===== src/ntm_cfg.svh =====
// Width settings for the vector power unit
// Data word, exponent word and vector length counter

`ifndef NTM_CFG_SVH
`define NTM_CFG_SVH

//////////////////////////////////////////////////////////////////////
// Datapath widths
//////////////////////////////////////////////////////////////////////

// Base and result word, results wrap modulo 2**16
`define NTM_DATA_WIDTH 16

// Exponent word
`define NTM_EXP_WIDTH 8

//////////////////////////////////////////////////////////////////////
// Control widths
//////////////////////////////////////////////////////////////////////

// Vector length input, up to 255 elements
`define NTM_SIZE_WIDTH 8

`endif


===== src/ntm_pkg.sv =====
// State encodings shared by the power unit controllers
// Multiplier, scalar exponentiator and vector sequencer FSMs

`default_nettype none

package ntm_pkg;

  // Shift-add multiplier
  typedef enum logic {
    MULT_IDLE,
    MULT_RUN
  } mult_state_t;

  // Square-and-multiply scan
  typedef enum logic [1:0] {
    EXP_IDLE,
    EXP_CHECK,
    EXP_MULT,
    EXP_SQUARE
  } exp_state_t;

  // Vector element sequencing, three steps
  typedef enum logic [1:0] {
    VEC_STARTER,
    VEC_INPUT,
    VEC_ENDER
  } vec_state_t;

endpackage

`default_nettype wire


===== src/ntm_scalar_multiplier.sv =====
// Sequential shift-add multiplier
// One partial product per cycle, product truncated to the data word

`default_nettype none

`include "ntm_cfg.svh"

module ntm_scalar_multiplier import ntm_pkg::*; (
  input  wire                        CLK,
  input  wire                        RST,
  input  wire                        START,
  input  wire [`NTM_DATA_WIDTH-1:0]  A,
  input  wire [`NTM_DATA_WIDTH-1:0]  B,
  output logic                       READY,
  output logic [`NTM_DATA_WIDTH-1:0] DATA_OUT
);

  // Counter must reach DATA_WIDTH itself for the final cycle
  localparam int CNT_W = $clog2(`NTM_DATA_WIDTH + 1);

  //////////////////////////////////////////////////////////////////////
  // Registers
  //////////////////////////////////////////////////////////////////////

  mult_state_t                state;
  logic [CNT_W-1:0]           bit_cnt;

  // Shifted multiplicand, upper bits drop out of the word
  logic [`NTM_DATA_WIDTH-1:0] mcand;
  // Multiplier, consumed from the lowest bit
  logic [`NTM_DATA_WIDTH-1:0] mplier;
  logic [`NTM_DATA_WIDTH-1:0] acc;

  //////////////////////////////////////////////////////////////////////
  // Control and datapath
  //////////////////////////////////////////////////////////////////////

  always_ff @(posedge CLK or posedge RST) begin
    if (RST) begin
      state    <= MULT_IDLE;
      bit_cnt  <= '0;
      READY    <= 1'b0;
      DATA_OUT <= '0;
    end else begin
      // Single-cycle strobe
      READY <= 1'b0;
      case (state)
        MULT_IDLE: begin
          if (START) begin
            mcand   <= A;
            mplier  <= B;
            acc     <= '0;
            bit_cnt <= '0;
            state   <= MULT_RUN;
          end
        end
        MULT_RUN: begin
          if (bit_cnt == CNT_W'(`NTM_DATA_WIDTH)) begin
            // Final cycle, all partial products summed
            DATA_OUT <= acc;
            READY    <= 1'b1;
            state    <= MULT_IDLE;
          end else begin
            // Add partial product when the current bit is set
            if (mplier[0]) begin
              acc <= acc + mcand;
            end
            mcand   <= mcand << 1;
            mplier  <= mplier >> 1;
            bit_cnt <= bit_cnt + 1'b1;
          end
        end
        default: state <= MULT_IDLE;
      endcase
    end
  end

endmodule

`default_nettype wire


===== src/ntm_scalar_exponentiator.sv =====
// Scalar power unit, A to the B modulo 2**DATA_WIDTH
// Square-and-multiply over the exponent bits, one shared multiplier

`default_nettype none

`include "ntm_cfg.svh"

module ntm_scalar_exponentiator import ntm_pkg::*; (
  input  wire                        CLK,
  input  wire                        RST,
  input  wire                        START,
  input  wire [`NTM_DATA_WIDTH-1:0]  DATA_A_IN,
  input  wire [`NTM_EXP_WIDTH-1:0]   DATA_B_IN,
  output logic                       READY,
  output logic [`NTM_DATA_WIDTH-1:0] DATA_OUT
);

  //////////////////////////////////////////////////////////////////////
  // Signals
  //////////////////////////////////////////////////////////////////////

  exp_state_t                 state;

  // Running product, base power and remaining exponent bits
  logic [`NTM_DATA_WIDTH-1:0] result_reg;
  logic [`NTM_DATA_WIDTH-1:0] base_reg;
  logic [`NTM_EXP_WIDTH-1:0]  exp_reg;

  // Shared multiplier
  logic                       mult_start;
  logic                       mult_ready;
  logic [`NTM_DATA_WIDTH-1:0] mult_a;
  logic [`NTM_DATA_WIDTH-1:0] mult_out;

  // Set when bits above the current one are still nonzero
  logic                       bits_remain;

  assign bits_remain = (exp_reg[`NTM_EXP_WIDTH-1:1] != '0);

  // MULT takes result times base, SQUARE takes base times base
  assign mult_a = (state == EXP_MULT) ? result_reg : base_reg;

  //////////////////////////////////////////////////////////////////////
  // Scan FSM
  //////////////////////////////////////////////////////////////////////

  always_ff @(posedge CLK or posedge RST) begin
    if (RST) begin
      state      <= EXP_IDLE;
      mult_start <= 1'b0;
      READY      <= 1'b0;
      DATA_OUT   <= '0;
    end else begin
      // Strobes default low
      mult_start <= 1'b0;
      READY      <= 1'b0;
      case (state)
        EXP_IDLE: begin
          if (START) begin
            result_reg <= `NTM_DATA_WIDTH'(1);
            base_reg   <= DATA_A_IN;
            exp_reg    <= DATA_B_IN;
            state      <= EXP_CHECK;
          end
        end
        EXP_CHECK: begin
          if (exp_reg == '0) begin
            // Nothing left to scan
            DATA_OUT <= result_reg;
            READY    <= 1'b1;
            state    <= EXP_IDLE;
          end else if (exp_reg[0]) begin
            mult_start <= 1'b1;
            state      <= EXP_MULT;
          end else begin
            // Bit clear, higher bits still set
            mult_start <= 1'b1;
            state      <= EXP_SQUARE;
          end
        end
        EXP_MULT: begin
          if (mult_ready) begin
            result_reg <= mult_out;
            if (bits_remain) begin
              mult_start <= 1'b1;
              state      <= EXP_SQUARE;
            end else begin
              // Top bit done, skip the useless square
              exp_reg <= exp_reg >> 1;
              state   <= EXP_CHECK;
            end
          end
        end
        EXP_SQUARE: begin
          if (mult_ready) begin
            base_reg <= mult_out;
            exp_reg  <= exp_reg >> 1;
            state    <= EXP_CHECK;
          end
        end
        default: state <= EXP_IDLE;
      endcase
    end
  end

  //////////////////////////////////////////////////////////////////////
  // Multiplier
  //////////////////////////////////////////////////////////////////////

  ntm_scalar_multiplier multiplier_i (
    .CLK      (CLK),
    .RST      (RST),
    .START    (mult_start),
    .A        (mult_a),
    .B        (base_reg),
    .READY    (mult_ready),
    .DATA_OUT (mult_out)
  );

endmodule

`default_nettype wire


===== src/ntm_vector_exponentiator.sv =====
// Vector power unit, top level
// Collects operand pairs, runs the scalar unit per element,
// forwards results and flags the end of the vector

`default_nettype none

`include "ntm_cfg.svh"

module ntm_vector_exponentiator import ntm_pkg::*; (
  input  wire                        CLK,
  input  wire                        RST,
  input  wire                        START,
  output logic                       READY,
  input  wire                        DATA_A_IN_ENABLE,
  input  wire                        DATA_B_IN_ENABLE,
  output logic                       DATA_OUT_ENABLE,
  input  wire [`NTM_SIZE_WIDTH-1:0]  SIZE_IN,
  input  wire [`NTM_DATA_WIDTH-1:0]  DATA_A_IN,
  input  wire [`NTM_EXP_WIDTH-1:0]   DATA_B_IN,
  output logic [`NTM_DATA_WIDTH-1:0] DATA_OUT
);

  //////////////////////////////////////////////////////////////////////
  // Signals
  //////////////////////////////////////////////////////////////////////

  vec_state_t                 state;
  logic [`NTM_SIZE_WIDTH-1:0] size_reg;
  logic [`NTM_SIZE_WIDTH-1:0] index_loop;
  logic                       last_element;

  // Operand held flags
  logic                       a_held;
  logic                       b_held;

  // Scalar unit
  logic                       start_scalar;
  logic                       ready_scalar;
  logic [`NTM_DATA_WIDTH-1:0] data_a_scalar;
  logic [`NTM_EXP_WIDTH-1:0]  data_b_scalar;
  logic [`NTM_DATA_WIDTH-1:0] data_out_scalar;

  assign last_element = (index_loop == size_reg - 1'b1);

  //////////////////////////////////////////////////////////////////////
  // Controller
  //////////////////////////////////////////////////////////////////////

  always_ff @(posedge CLK or posedge RST) begin
    if (RST) begin
      state           <= VEC_STARTER;
      size_reg        <= '0;
      index_loop      <= '0;
      a_held          <= 1'b0;
      b_held          <= 1'b0;
      start_scalar    <= 1'b0;
      READY           <= 1'b0;
      DATA_OUT_ENABLE <= 1'b0;
      DATA_OUT        <= '0;
    end else begin
      // All strobes last one cycle
      start_scalar    <= 1'b0;
      READY           <= 1'b0;
      DATA_OUT_ENABLE <= 1'b0;
      case (state)
        VEC_STARTER: begin
          if (START) begin
            size_reg   <= SIZE_IN;
            index_loop <= '0;
            a_held     <= 1'b0;
            b_held     <= 1'b0;
            // Empty vector completes at once
            if (SIZE_IN == '0) begin
              READY <= 1'b1;
            end else begin
              state <= VEC_INPUT;
            end
          end
        end
        VEC_INPUT: begin
          if (a_held && b_held) begin
            start_scalar <= 1'b1;
            a_held       <= 1'b0;
            b_held       <= 1'b0;
            state        <= VEC_ENDER;
          end else begin
            // Strobes in any order, a repeat overwrites
            if (DATA_A_IN_ENABLE) begin
              data_a_scalar <= DATA_A_IN;
              a_held        <= 1'b1;
            end
            if (DATA_B_IN_ENABLE) begin
              data_b_scalar <= DATA_B_IN;
              b_held        <= 1'b1;
            end
          end
        end
        VEC_ENDER: begin
          if (DATA_OUT_ENABLE) begin
            // Result went out last cycle, READY marks the final one
            index_loop <= index_loop + 1'b1;
            state      <= READY ? VEC_STARTER : VEC_INPUT;
          end else if (ready_scalar) begin
            DATA_OUT        <= data_out_scalar;
            DATA_OUT_ENABLE <= 1'b1;
            READY           <= last_element;
          end
        end
        default: state <= VEC_STARTER;
      endcase
    end
  end

  //////////////////////////////////////////////////////////////////////
  // Scalar exponentiator
  //////////////////////////////////////////////////////////////////////

  ntm_scalar_exponentiator scalar_exponentiator_i (
    .CLK       (CLK),
    .RST       (RST),
    .START     (start_scalar),
    .DATA_A_IN (data_a_scalar),
    .DATA_B_IN (data_b_scalar),
    .READY     (ready_scalar),
    .DATA_OUT  (data_out_scalar)
  );

endmodule

`default_nettype wire


===== config.mk =====
export PLATFORM = sky130hd
export DESIGN_NAME = ntm_vector_exponentiator
export DESIGN_NICKNAME = d
export VERILOG_FILES = /design/src/ntm_pkg.sv /design/src/ntm_scalar_multiplier.sv /design/src/ntm_scalar_exponentiator.sv /design/src/ntm_vector_exponentiator.sv
export VERILOG_INCLUDE_DIRS = /design/src
export SDC_FILE = /design/constraint.sdc
export NUM_CORES = 1
export LEC_CHECK = 0
export ABC_AREA = 1
export ABC_CLOCK_PERIOD_IN_PS = 2830
export BUFFER_PORTS_ARGS = -buffer_cell sky130_fd_sc_hd__buf_2
export CAP_MARGIN = 0
export CORE_ASPECT_RATIO = 0.8
export CORE_MARGIN = 2
export CORE_UTILIZATION = 44
export DETAILED_ROUTE_END_ITERATION = 16
export SLEW_MARGIN = 20
export SYNTH_ARGS = -nofsm -noshare
export SYNTH_HDL_FRONTEND = slang
export SYNTH_SLANG_ARGS = --single-unit

===== constraint.sdc =====
create_clock -name CLK -period 2.83 [get_ports CLK]
set_clock_uncertainty 0.05 [all_clocks]
set_input_delay 0.7075 -clock CLK [delete_from_list [all_inputs] [get_ports CLK]]
set_output_delay 0.7075 -clock CLK [all_outputs]
set_load 0.03 [all_outputs]

==> results of run 1 <==
[routing by layer]
| metal | up-vias | wire length, um |
|---|---|---|
| met5 | - | 0 |
| met4 | 0 | 179 |
| met3 | 10 | 1420 |
| met2 | 199 | 7790 |
| met1 | 2972 | 10500 |
| li1 | 3339 | - |
[cell families after synthesis]
group	Yosys count	share of synthesized area
compound gates	113	0.0638
xor+xnor	8	0.00774
fa+ha+maj	24	0.0340
buf+inv	140	0.0615
flops	194	0.598
simple gates	522	0.235
[per-stage QoR]
stage | std cells | instance area (um^2) | total power, mW | util | hold WS (ns)
6_report | 1343 | 10300 | 10.8 | 0.513 | 0.385
5_1_grt | 1343 | 10300 | 11.6 | 0.513 | 0.361
4_1_cts | 1343 | 10300 | 10.9 | 0.513 | 0.368
3_5_place_dp | 1311 | 9680 | 8.36 | 0.483 | 0.396
3_3_place_gp | 1311 | 9680 | 8.29 | 0.483 | 0.386
2_1_floorplan | 1001 | 9060 | 7.25 | - | 0.373
[cell usage after synthesis (4+ instances only)]
| cell type | n | area, um^2 |
|---|---|---|
| nand2_1 | 391 | 1470 |
| inv_2 | 6 | 22.5 |
| buf_2 | 9 | 45.0 |
| ha_1 | 23 | 288 |
| a21oi_1 | 60 | 300 |
| o21ai_0 | 36 | 180 |
| nand3_1 | 27 | 135 |
| dfrtp_1 | 82 | 2050 |
| nor3_1 | 7 | 35.0 |
| clkbuf_1 | 7 | 26.3 |
| o21ai_1 | 12 | 60.1 |
| nor2_4 | 4 | 45.0 |
| edfxtp_1 | 112 | 3360 |
| nor2_1 | 68 | 255 |
| nand2_2 | 4 | 25.0 |
| nand4_1 | 6 | 37.5 |
| inv_1 | 108 | 405 |
| xor2_1 | 6 | 52.6 |
| buf_1 | 5 | 18.8 |
[layout by cell type (no fill, tap or decap), drive strengths merged, types with 5 or more instances in the layout]
master  count
nand2     396
inv       121
edfxtp    112
dfrtp      82
nor2       74
buf        70
a21oi      61
o21ai      48
nand3      29
ha         23
clkbuf     18
nor3        8
nand4       6
xor2        6
clkinv      5
[critical path, delay by kind of cell (launching register included)]
family,cells,cell delay (ns)
buf+inv,4,0.63
flops,1,0.42
simple gates,5,0.49
fa+ha+maj,1,0.20
[area by class of cell]
class,count,area (um^2)
Fill cell,1872,9750
Sequential cell,194,5420
Timing Repair Buffer,70,390
Tap cell,264,330
Clock buffer,18,429
Inverter,116,440
Clock inverter,14,166
Multi-Input combinational cell,667,3100
[worst paths after layout]
path	startpoint	endpoint	slack (ns)	depth (start not counted)
min in group asynchronous	RST	start_scalar	0.39	3
max in group asynchronous	RST	DATA_OUT[8]	1.69	3
hold / removal	DATA_A_IN[7]	data_a_scalar[7]	0.38	1
hold reg to reg	scalar_exponentiator_i.mult_start	scalar_exponentiator_i.multiplier_i.bit_cnt[2]	0.40	1
setup reg to reg	scalar_exponentiator_i.multiplier_i.bit_cnt[0]	scalar_exponentiator_i.multiplier_i.mplier[4]	0.69	10
setup / recovery	scalar_exponentiator_i.multiplier_i.bit_cnt[0]	scalar_exponentiator_i.multiplier_i.mplier[4]	0.69	10
[power by group through the flow]
stage / combinational, mW / sequential (mW) / clock [mW]
4_1_cts: 3.74 / 4.60 / 2.52
6_report: 3.72 / 4.61 / 2.46
3_3_place_gp: 3.66 / 4.63 / 0
2_1_floorplan: 2.78 / 4.46 / 0
3_5_place_dp: 3.71 / 4.65 / 0
5_1_grt: 4.32 / 4.69 / 2.63
==> key figures, run 1 <==
Run status
  • Status: completed

Timing
  • Max Fclk: 468 MHz
  • Setup Viol. Count Final: 0
  • Setup TNS: 0 ns
  • Max Slew Vio Count: 0
  • Final WS setup: 0.694 ns
  • Relative slew margins: 0.506
  • Min Clock Period, post-route: 2.14 ns
  • Fin crit share: 0.755
  • Slew @ Worst Pin: 0.741 ns
  • Final Hold Fails: 0
  • RSZ-0062 raised after global routing: no

Pwr
  • Reg power frac: 0.427
  • Net Sw Frac: 0.386
  • LEAKAGE: 4.97 nW
  • Sw power: 4.16 mW
  • Power Density: 1050 nW/um^2
  • Internal: 6.63 mW
  • Combinational cell fraction of total power: 0.345
  • Clock network fraction of design power: 0.228
  • VDD IR max: 0.502 mV

Layout
  • Layout cells sized above 1: 0.120
  • Nets: 1,127
  • Layout area overhead: 13.5%
  • Antenna Diode Count: 0

Global routing
  • Met3 GRT Util: 0.0472
  • First-pass GRT wire length: 32,500 um
  • GR Layer Usage met2: 0.257
  • GRT overflow: 0
  • Total Routing Usage GR: 0.194
  • GRT met1 Usage: 0.318
  • Largest net degree at the start of global routing: 59
  • Vias in the first global route: 6,088
  • Initial antenna violation count: 0
  • Global route hottest layer: met1

Critical path
  • Critical path launch point type: register
  • Worst Path Class, Setup: reg -> reg
  • Crit end category: register
  • Slowest-stage cell, CP: buf_4
  • Most used cell, CP: nand2_1
  • Crit-path max FO: 32
  • Critical Path AT: 2.16 ns
  • Worst stage delay on the critical path: 0.43 ns
  • Crit path required time: 2.86 ns
  • Crit-path cells: inv_1, ha_1, nand2_1, inv_1, nand2_1, nand2_1, nand2_1, inv_1, nor2_2, buf_4

Synthesis
  • Asr flop ratio synth: 0.423
  • Top_reg_cell synth: edfxtp_1
  • Flops & latches, synth: 194
  • Synthesized Nets: 1,062
  • Seq/Total Area, Yosys: 0.598
  • Mapped Avg Cell Area: 9.05 um^2
  • Mapped Cells: 1,001
  • Post-Syn Area: 9060 um^2
  • Ys Warns: 0
  • Yosys cell types: 38
  • Post-synth EDFFs: 112

Floorplan
  • Io pins: 55
  • Rows: 46
  • Starting density of the core: 0.452
  • Die Area: 21,800 um^2
  • Die width: 164 um
  • Core Box Area: 20,000 um^2
  • Die height: 132 um

Clock tree
  • CTS Root Cell: clkbuf_16
  • Post-cts sizing count: 0
  • CTS buffer count: 17
  • CTS tree: done
  • Hold_buf cts: 0
  • Post-CTS setup buffers: 0
  • Clk sinks: 194
  • Htree depth: 4
  • Reg clk slew, reported paths: 0.08 ns
  • Max clock buf depth: 2
  • Clk_lat worst skew: 0.44 ns

Detailed routing
  • Drt first pass iters: 5
  • Antenna-violating nets left: 0
  • DR DRC count: 0
  • DR vias: 6,520
  • Drt initial violations: 568
  • Final WL: 19,900 um
  • Post-DR wirelength/cell: 14.8 um
  • Vias per inst: 4.85

Placed design
  • HPWL Detailed: 14,200 um
  • RD Place Congestion: 0.856
  • Pre-CTS WS: 0.693 ns
  • I/O Buffers: 54

Worst hold path
  • Hold Path Class: in -> reg

Job
  • Max_cap viols: 0
Note: power is estimated with default switching activity, not from simulation.
==> inputs of run 2 (changes only) <==
--- a/config.mk
+++ b/config.mk
@@ -6,8 +6,8 @@
 export SDC_FILE = /design/constraint.sdc
 export NUM_CORES = 1
 export LEC_CHECK = 0
-export ABC_AREA = 1
-export ABC_CLOCK_PERIOD_IN_PS = 2830
+export ABC_AREA = 0
+export ABC_CLOCK_PERIOD_IN_PS = 2100
 export BUFFER_PORTS_ARGS = -buffer_cell sky130_fd_sc_hd__buf_2
 export CAP_MARGIN = 0
 export CORE_ASPECT_RATIO = 0.8
==> constraint.sdc (replaced) <==
create_clock -name CLK -period 2.1 [get_ports CLK]
set_clock_uncertainty 0.05 [all_clocks]
set_input_delay 0.525 -clock CLK [delete_from_list [all_inputs] [get_ports CLK]]
set_output_delay 0.525 -clock CLK [all_outputs]
set_load 0.03 [all_outputs]
==> run 2 against run 1 <==
The run now ends with negative setup slack left. Global-route usage is 0.90 points lower. Via count decreased by 17%. Combinational power increased by 58%. Power is 43% higher.
==> key figures, run 2 <==
Run status
  • Status: finished, violations left
  • Failing checks: negative setup slack

Layout
  • Area taken by multi-input logic gates: 3400 um^2 (+9.7%)
  • Layout cells sized above 1: 0.345 (+0.224)
  • Design area: 10,700 um^2 (+4.1%)
  • Seq. cell area: 5420 um^2 (about the same)
  • Fill count: 1,616 (-14%)
  • Antenna Diode Count: 0 (unchanged)
  • Final core occ: 0.542 (+0.0289)
  • Non-filler instance count after layout: 1,044 (-22%)
  • Most frequent cells in the layout: 112 x edfxtp_1, 83 x mux2_2, 81 x dfrtp_1
  • Most common cell after layout, fill and taps aside: edfxtp_1
  • Layout area overhead: 21.0%
  • Nets: 828 (-27%)

Critical path
  • Critical Path AT: 2.32 ns (+0.16 ns)
  • Crit end category: register
  • Crit path required time: 2.24 ns (-0.62 ns)
  • Crit-path max FO: 3 (-91%)
  • Worst Path Class, Setup: reg -> reg
  • Critical path launch point type: register

Timing
  • Min Clock Period, post-route: 2.18 ns (+0.0491 ns)
  • Min Hold Slack: 0.210 ns (-0.175 ns)
  • Fin crit share: 1.04 (+0.286)
  • Setup Viol. Count Final: 3 (+3)
  • Setup TNS: -0.167 ns (-0.167 ns)
  • Final Hold Fails: 0 (unchanged)
  • Slew @ Worst Pin: 0.627 ns (-0.114 ns)
  • Max Slew Vio Count: 0 (unchanged)
  • RSZ-0062 raised after global routing: yes
  • Final WS setup: -0.0848 ns (-0.779 ns)
  • Relative slew margins: 0.582 (+0.0760)
  • Max Fclk: 458 MHz (-2.2%)

Synthesis
  • Largest area contributor in the synthesized netlist: edfxtp_1
  • Post-synth top area share: 0.380 (+0.00899)
  • Synthesized Nets: 720 (-32%)
  • Flops & latches, synth: 194 (unchanged)
  • Asr flop ratio synth: 0.423 (unchanged)
  • Seq/Total Area, Yosys: 0.612 (+0.0145)
  • Ys Warns: 0 (unchanged)
  • Yosys cell types: 48 (+26%)
  • Mapped Cells: 659 (-34%)
  • Post-synth EDFFs: 112 (unchanged)
  • Top_reg_cell synth: edfxtp_1
  • Post-synth top cells: 112 x edfxtp_1, 83 x mux2_2, 82 x dfrtp_1
  • Mapped Avg Cell Area: 13.4 um^2 (+48%)
  • Post-Syn Area: 8840 um^2 (-2.4%)
  • Most numerous cell in the Yosys netlist: edfxtp_1
  • Top cells by area, synth: edfxtp_1 38%, dfrtp_1 23%, mux2_2 11%, ha_1 3.3%, mux2i_1 2.6%

Global routing
  • Total Routing Usage GR: 0.185 (-0.00898)
  • Initial antenna violation count: 0 (unchanged)
  • Vias in the first global route: 5,612 (-7.8%)
  • GRT overflow: 0 (unchanged)
  • First-pass GRT wire length: 29,800 um (-8.2%)
  • Largest net degree at the start of global routing: 83 (+41%)

Clock tree
  • CTS Root Cell: clkbuf_16
  • Max clock buf depth: 2 (unchanged)
  • Htree depth: 4 (unchanged)
  • CTS tree: done
  • CTS buffer count: 17 (unchanged)
  • Clk sinks: 194 (unchanged)
  • Clk_lat worst skew: 0.44 ns (about the same)
  • Hold_buf cts: 0 (unchanged)
  • Reg clk slew, reported paths: 0.07 ns (about the same)

Worst hold path
  • Hold Path Class: in -> reg

Detailed routing
  • Post-DR wirelength/cell: 18.1 um (+22%)
  • DR DRC count: 0 (unchanged)
  • Antenna-violating nets left: 0 (unchanged)
  • Drt initial violations: 372 (-35%)
  • DR vias: 5,443 (-17%)
  • Final WL: 18,900 um (-5.3%)
  • Vias per inst: 5.21 (+7.4%)
  • Drt first pass iters: 5 (unchanged)

Floorplan
  • Core Box Area: 19,700 um^2 (-1.4%)
  • Rows: 46 (unchanged)
  • Die height: 131 um (-1.2%)
  • Io pins: 55 (unchanged)
  • Starting density of the core: 0.448 (-0.00425)
  • Die width: 162 um (-1.2%)
  • Die Area: 21,300 um^2 (-2.3%)

Placed design
  • Post-DP Area: 9830 um^2 (+1.6%)
  • RD Place Congestion: 0.811 (-5.2%)
  • I/O Buffers: 54 (unchanged)
  • Dpl cells: 999 (-24%)
  • HPWL Detailed: 12,500 um (-12%)

Pwr
  • LEAKAGE: 4.49 nW (-9.6%)
  • VDD IR max: 0.774 mV (+54%)
  • Power Density: 1440 nW/um^2 (+37%)

Job
  • Max_cap viols: 0 (unchanged)
-- run 2: cell families after synthesis --
family          share of synthesized area
fa+ha+maj                          0.0348
mux                                 0.147
compound gates                     0.0655
simple gates                       0.0927
buf+inv                            0.0218
flops                               0.612
xor+xnor                           0.0258
-- run 2: path summary, 6_finish.rpt --
path | slack, ns | endpoint | start | cells after the start
setup / recovery | -0.08 | scalar_exponentiator_i.multiplier_i.acc[9] | scalar_exponentiator_i.multiplier_i.mcand[1] | 8
setup reg to reg | -0.08 | scalar_exponentiator_i.multiplier_i.acc[9] | scalar_exponentiator_i.multiplier_i.mcand[1] | 8
min in group asynchronous | 0.42 | scalar_exponentiator_i.DATA_OUT[0] | RST | 4
hold reg to reg | 0.42 | scalar_exponentiator_i.multiplier_i.bit_cnt[3] | scalar_exponentiator_i.mult_start | 1
max in group asynchronous | 1.24 | size_reg[0] | RST | 4
hold / removal | 0.21 | data_a_scalar[5] | DATA_A_IN[5] | 1
-- run 2: metal layers --
layer	track usage	routed length [um]	up-vias
met5	0	0	-
met4	0.0557	241	0
met3	0.0395	625	14
met2	0.298	8880	102
met1	0.256	9120	2701
li1	-	-	2626
-- run 2: report_power, final --
| group | switching [mW] | total [mW] | internal, mW |
|---|---|---|---|
| clock | 1.50 | 3.46 | 1.96 |
| combinational | 3.02 | 5.88 | 2.86 |
| sequential | 0.673 | 6.09 | 5.42 |
-- run 2: stage by stage --
step                      setup slack, ns  power [mW]
after CTS                          -0.117        15.3
after floorplan                    -0.419        9.72
after detailed placement           -0.274        11.6
after global routing               -0.220        16.4
final                             -0.0848        15.4
after global placement             -0.186        11.4
-- run 2: what timing repair did --
action / 4_1_cts / 5_1_grt
pin swaps: 7 / 9
buffers inserted: 6 / 6
cloned: 1 / 0
resized for setup: 8 / 14
setup endpoints to repair: 54 / 65
-- run 2: layout make-up --
| type | instances | area share |
|---|---|---|
| flip-flops and latches | 194 | 0.506 |
| multi-input cells | 418 | 0.318 |
| repair buffers | 113 | 0.0775 |
| clock buffers | 18 | 0.0421 |
| well taps | 264 | 0.0309 |
| clock inverters | 14 | 0.0166 |
| inverters | 23 | 0.00842 |
-- run 2: critical path, stage by stage, from the launching register on --
cell and delay (ns):
edfxtp_1 0.46, ha_4 0.28, a211oi_2 0.26, o211ai_1 0.16
buf_4 0.15, buf_4 0.11, a41oi_1 0.23, xor2_1 0.18
nor2_1 0.06
==> inputs of run 3 (changes only) <==
--- a/config.mk
+++ b/config.mk
@@ -13,7 +13,9 @@
 export CORE_ASPECT_RATIO = 0.8
 export CORE_MARGIN = 2
 export CORE_UTILIZATION = 44
+export CTS_BUF_LIST = sky130_fd_sc_hd__clkbuf_4 sky130_fd_sc_hd__clkbuf_8
 export DETAILED_ROUTE_END_ITERATION = 16
+export HOLD_SLACK_MARGIN = 0.02
 export SLEW_MARGIN = 20
 export SYNTH_ARGS = -nofsm -noshare
 export SYNTH_HDL_FRONTEND = slang
==> run 3 against run 2 <==
The run still ends with negative setup slack left. Worst hold slack lost 0.034 ns. Critical path depth shrank 2. Wire length shrank 0.95%. Power shrank 4.8%. Register-to-register slack is essentially flat. Die area is the same. Critical path type unchanged.
==> key figures, run 3 (synthesis results as in run 2) <==
Detailed routing
  • Antenna-violating nets left: 0 (unchanged)
  • Final WL: 18,700 um (-0.95%)
  • DR DRC count: 0 (unchanged)
  • Drt initial violations: 373 (+0.27%)
  • Vias per inst: 5.18 (-0.61%)
  • Post-DR wirelength/cell: 17.9 um (-1.0%)
  • DR vias: 5,415 (-0.51%)
  • Drt first pass iters: 5 (unchanged)

Timing
  • Min Hold Slack: 0.175 ns (-0.0342 ns)
  • Relative slew margins: 0.570 (-0.0120)
  • Final WS setup: -0.0747 ns (+0.0101 ns)
  • Min Clock Period, post-route: 2.17 ns (-0.0101 ns)
  • RSZ-0062 raised after global routing: yes
  • Setup Viol. Count Final: 2 (-1)
  • Fin crit share: 1.04 (-0.00482)
  • Slew @ Worst Pin: 0.645 ns (+0.0180 ns)
  • Max Slew Vio Count: 0 (unchanged)
  • Max Fclk: 460 MHz (+0.47%)
  • Setup TNS: -0.117 ns (+0.0493 ns)
  • Final Hold Fails: 0 (unchanged)

Layout
  • Non-filler instance count after layout: 1,045 (+0.096%)
  • Layout cells sized above 1: 0.347 (+0.00212)
  • Most frequent cells in the layout: 112 x edfxtp_1, 83 x mux2_2, 81 x dfrtp_1
  • Nets: 829 (+0.12%)
  • Most common cell after layout, fill and taps aside: edfxtp_1
  • Final core occ: 0.534 (-0.00843)
  • Layout area overhead: 19.1%
  • Antenna Diode Count: 0 (unchanged)

Critical path
  • Slowest-stage cell, CP: edfxtp_1
  • CP Capture Point: scalar_exponentiator_i.multiplier_i.acc[15]
  • Worst stage delay on the critical path: 0.44 ns (-0.02 ns)
  • Crit-path cells: ha_4, o211ai_1, o211ai_1, nand2_1, o41ai_2, mux2_2
  • Worst Path Class, Setup: reg -> reg
  • RR Startpoint: scalar_exponentiator_i.multiplier_i.mcand[4]
  • Crit-path max FO: 4 (+1)
  • CP Launch Point: scalar_exponentiator_i.multiplier_i.mcand[4]
  • Critical path launch point type: register
  • Worst r2r path cells: 6 (-2)
  • Reg2Reg Setup Slack: -0.07 ns (about the same)
  • Most used cell, CP: o211ai_1
  • Critical Path AT: 2.36 ns (+0.04 ns)
  • Crit end category: register
  • R2R Path End: scalar_exponentiator_i.multiplier_i.acc[15]
  • Crit path required time: 2.28 ns (+0.04 ns)

Pwr
  • VDD IR max: 0.627 mV (-19%)
  • LEAKAGE: 4.42 nW (-1.6%)
  • Power Density: 1390 nW/um^2 (-3.3%)
  • Tot Pwr: 14.7 mW (-4.8%)

Clock tree
  • Htree depth: 4 (unchanged)
  • Clk_lat worst skew: 0.47 ns (+0.03 ns)
  • CTS buffer count: 17 (unchanged)
  • Max clock buf depth: 2 (unchanged)
  • Reg clk slew, reported paths: 0.10 ns (+0.03 ns)
  • CTS tree: done
  • CTS Root Cell: clkbuf_8
  • Hold_buf cts: 0 (unchanged)
  • Clk sinks: 194 (unchanged)

Job
  • Max_cap viols: 0 (unchanged)

Run status
  • Status: finished, violations left
  • Failing checks: negative setup slack

Worst hold path
  • Hold Path Class: in -> reg

Global routing
  • Total Routing Usage GR: 0.185 (-0.000462)
  • First-pass GRT wire length: 29,900 um (+0.25%)
  • Initial antenna violation count: 0 (unchanged)
  • Vias in the first global route: 5,680 (+1.2%)
  • Largest net degree at the start of global routing: 83 (unchanged)
  • GRT overflow: 0 (unchanged)

Placed design
  • Dpl cells: 999 (unchanged)
  • I/O Buffers: 54 (unchanged)
  • HPWL Detailed: 12,500 um (unchanged)
  • RD Place Congestion: 0.811 (unchanged)

Floorplan
  • Rows: 46 (unchanged)
  • Core Box Area: 19,700 um^2 (unchanged)
  • Die width: 162 um (unchanged)
  • Starting density of the core: 0.448 (unchanged)
  • Io pins: 55 (unchanged)
  • Die height: 131 um (unchanged)
  • Die Area: 21,300 um^2 (unchanged)
run 3: metal layers:
metal	global-route usage	up-vias	share of wire
met2	0.298	112	0.47
met3	0.0309	12	0.041
met1	0.256	2676	0.47
met4	0.0645	0	0.010
met5	0	-	0
li1	-	2615	-
run 3: cell type report:
cell class              instances  area (um^2)
clock inverters                15          208
flip-flops and latches        194         5420
fillers                      1656         9210
clock buffers                  17          234
multi-input cells             418         3400
well taps                     264          330
inverters                      23         90.1
repair buffers                114          850
run 3: how the worst min path moves through the flow:
stage	cells past startpoint	slack (ns)	start	endpoint
2_1_floorplan	1	0.37	scalar_exponentiator_i.mult_start	scalar_exponentiator_i.multiplier_i.bit_cnt[3]
3_3_place_gp	1	0.39	scalar_exponentiator_i.mult_start	scalar_exponentiator_i.multiplier_i.bit_cnt[3]
3_5_place_dp	1	0.41	scalar_exponentiator_i.mult_start	scalar_exponentiator_i.multiplier_i.bit_cnt[3]
4_1_cts	1	0.14	DATA_B_IN[3]	data_b_scalar[3]
5_1_grt	1	0.13	DATA_B_IN[4]	data_b_scalar[4]
6_report	1	0.18	DATA_B_IN[3]	data_b_scalar[3]
run 3: power breakdown:
| group | switching [mW] | internal [mW] |
|---|---|---|
| logic | 3.03 | 2.89 |
| clock network | 1.39 | 1.31 |
| registers | 0.663 | 5.41 |
run 3: through the flow:
| step | worst slack [ns] | area (um^2) |
|---|---|---|
| floorplan | -0.419 | 8930 |
| global placement | -0.186 | 9830 |
| global route | -0.223 | 10500 |
| finish | -0.0747 | 10500 |
| CTS | -0.112 | 10400 |
| detailed placement | -0.274 | 9830 |
run 3: critical path, delay by kind of cell (launching register included):
kind,cells,cell delay [ns]
fa+ha+maj,1,0.31
mux,1,0.36
flops,1,0.44
compound gates,3,0.67
simple gates,1,0.12
run 3: timing repair:
| item | CTS | global route |
|---|---|---|
| resized for setup | 9 | 13 |
| gates cloned | 1 | 0 |
| setup buffers | 6 | 7 |
| pin swaps | 8 | 13 |
| setup endpoints to repair | 55 | 63 |
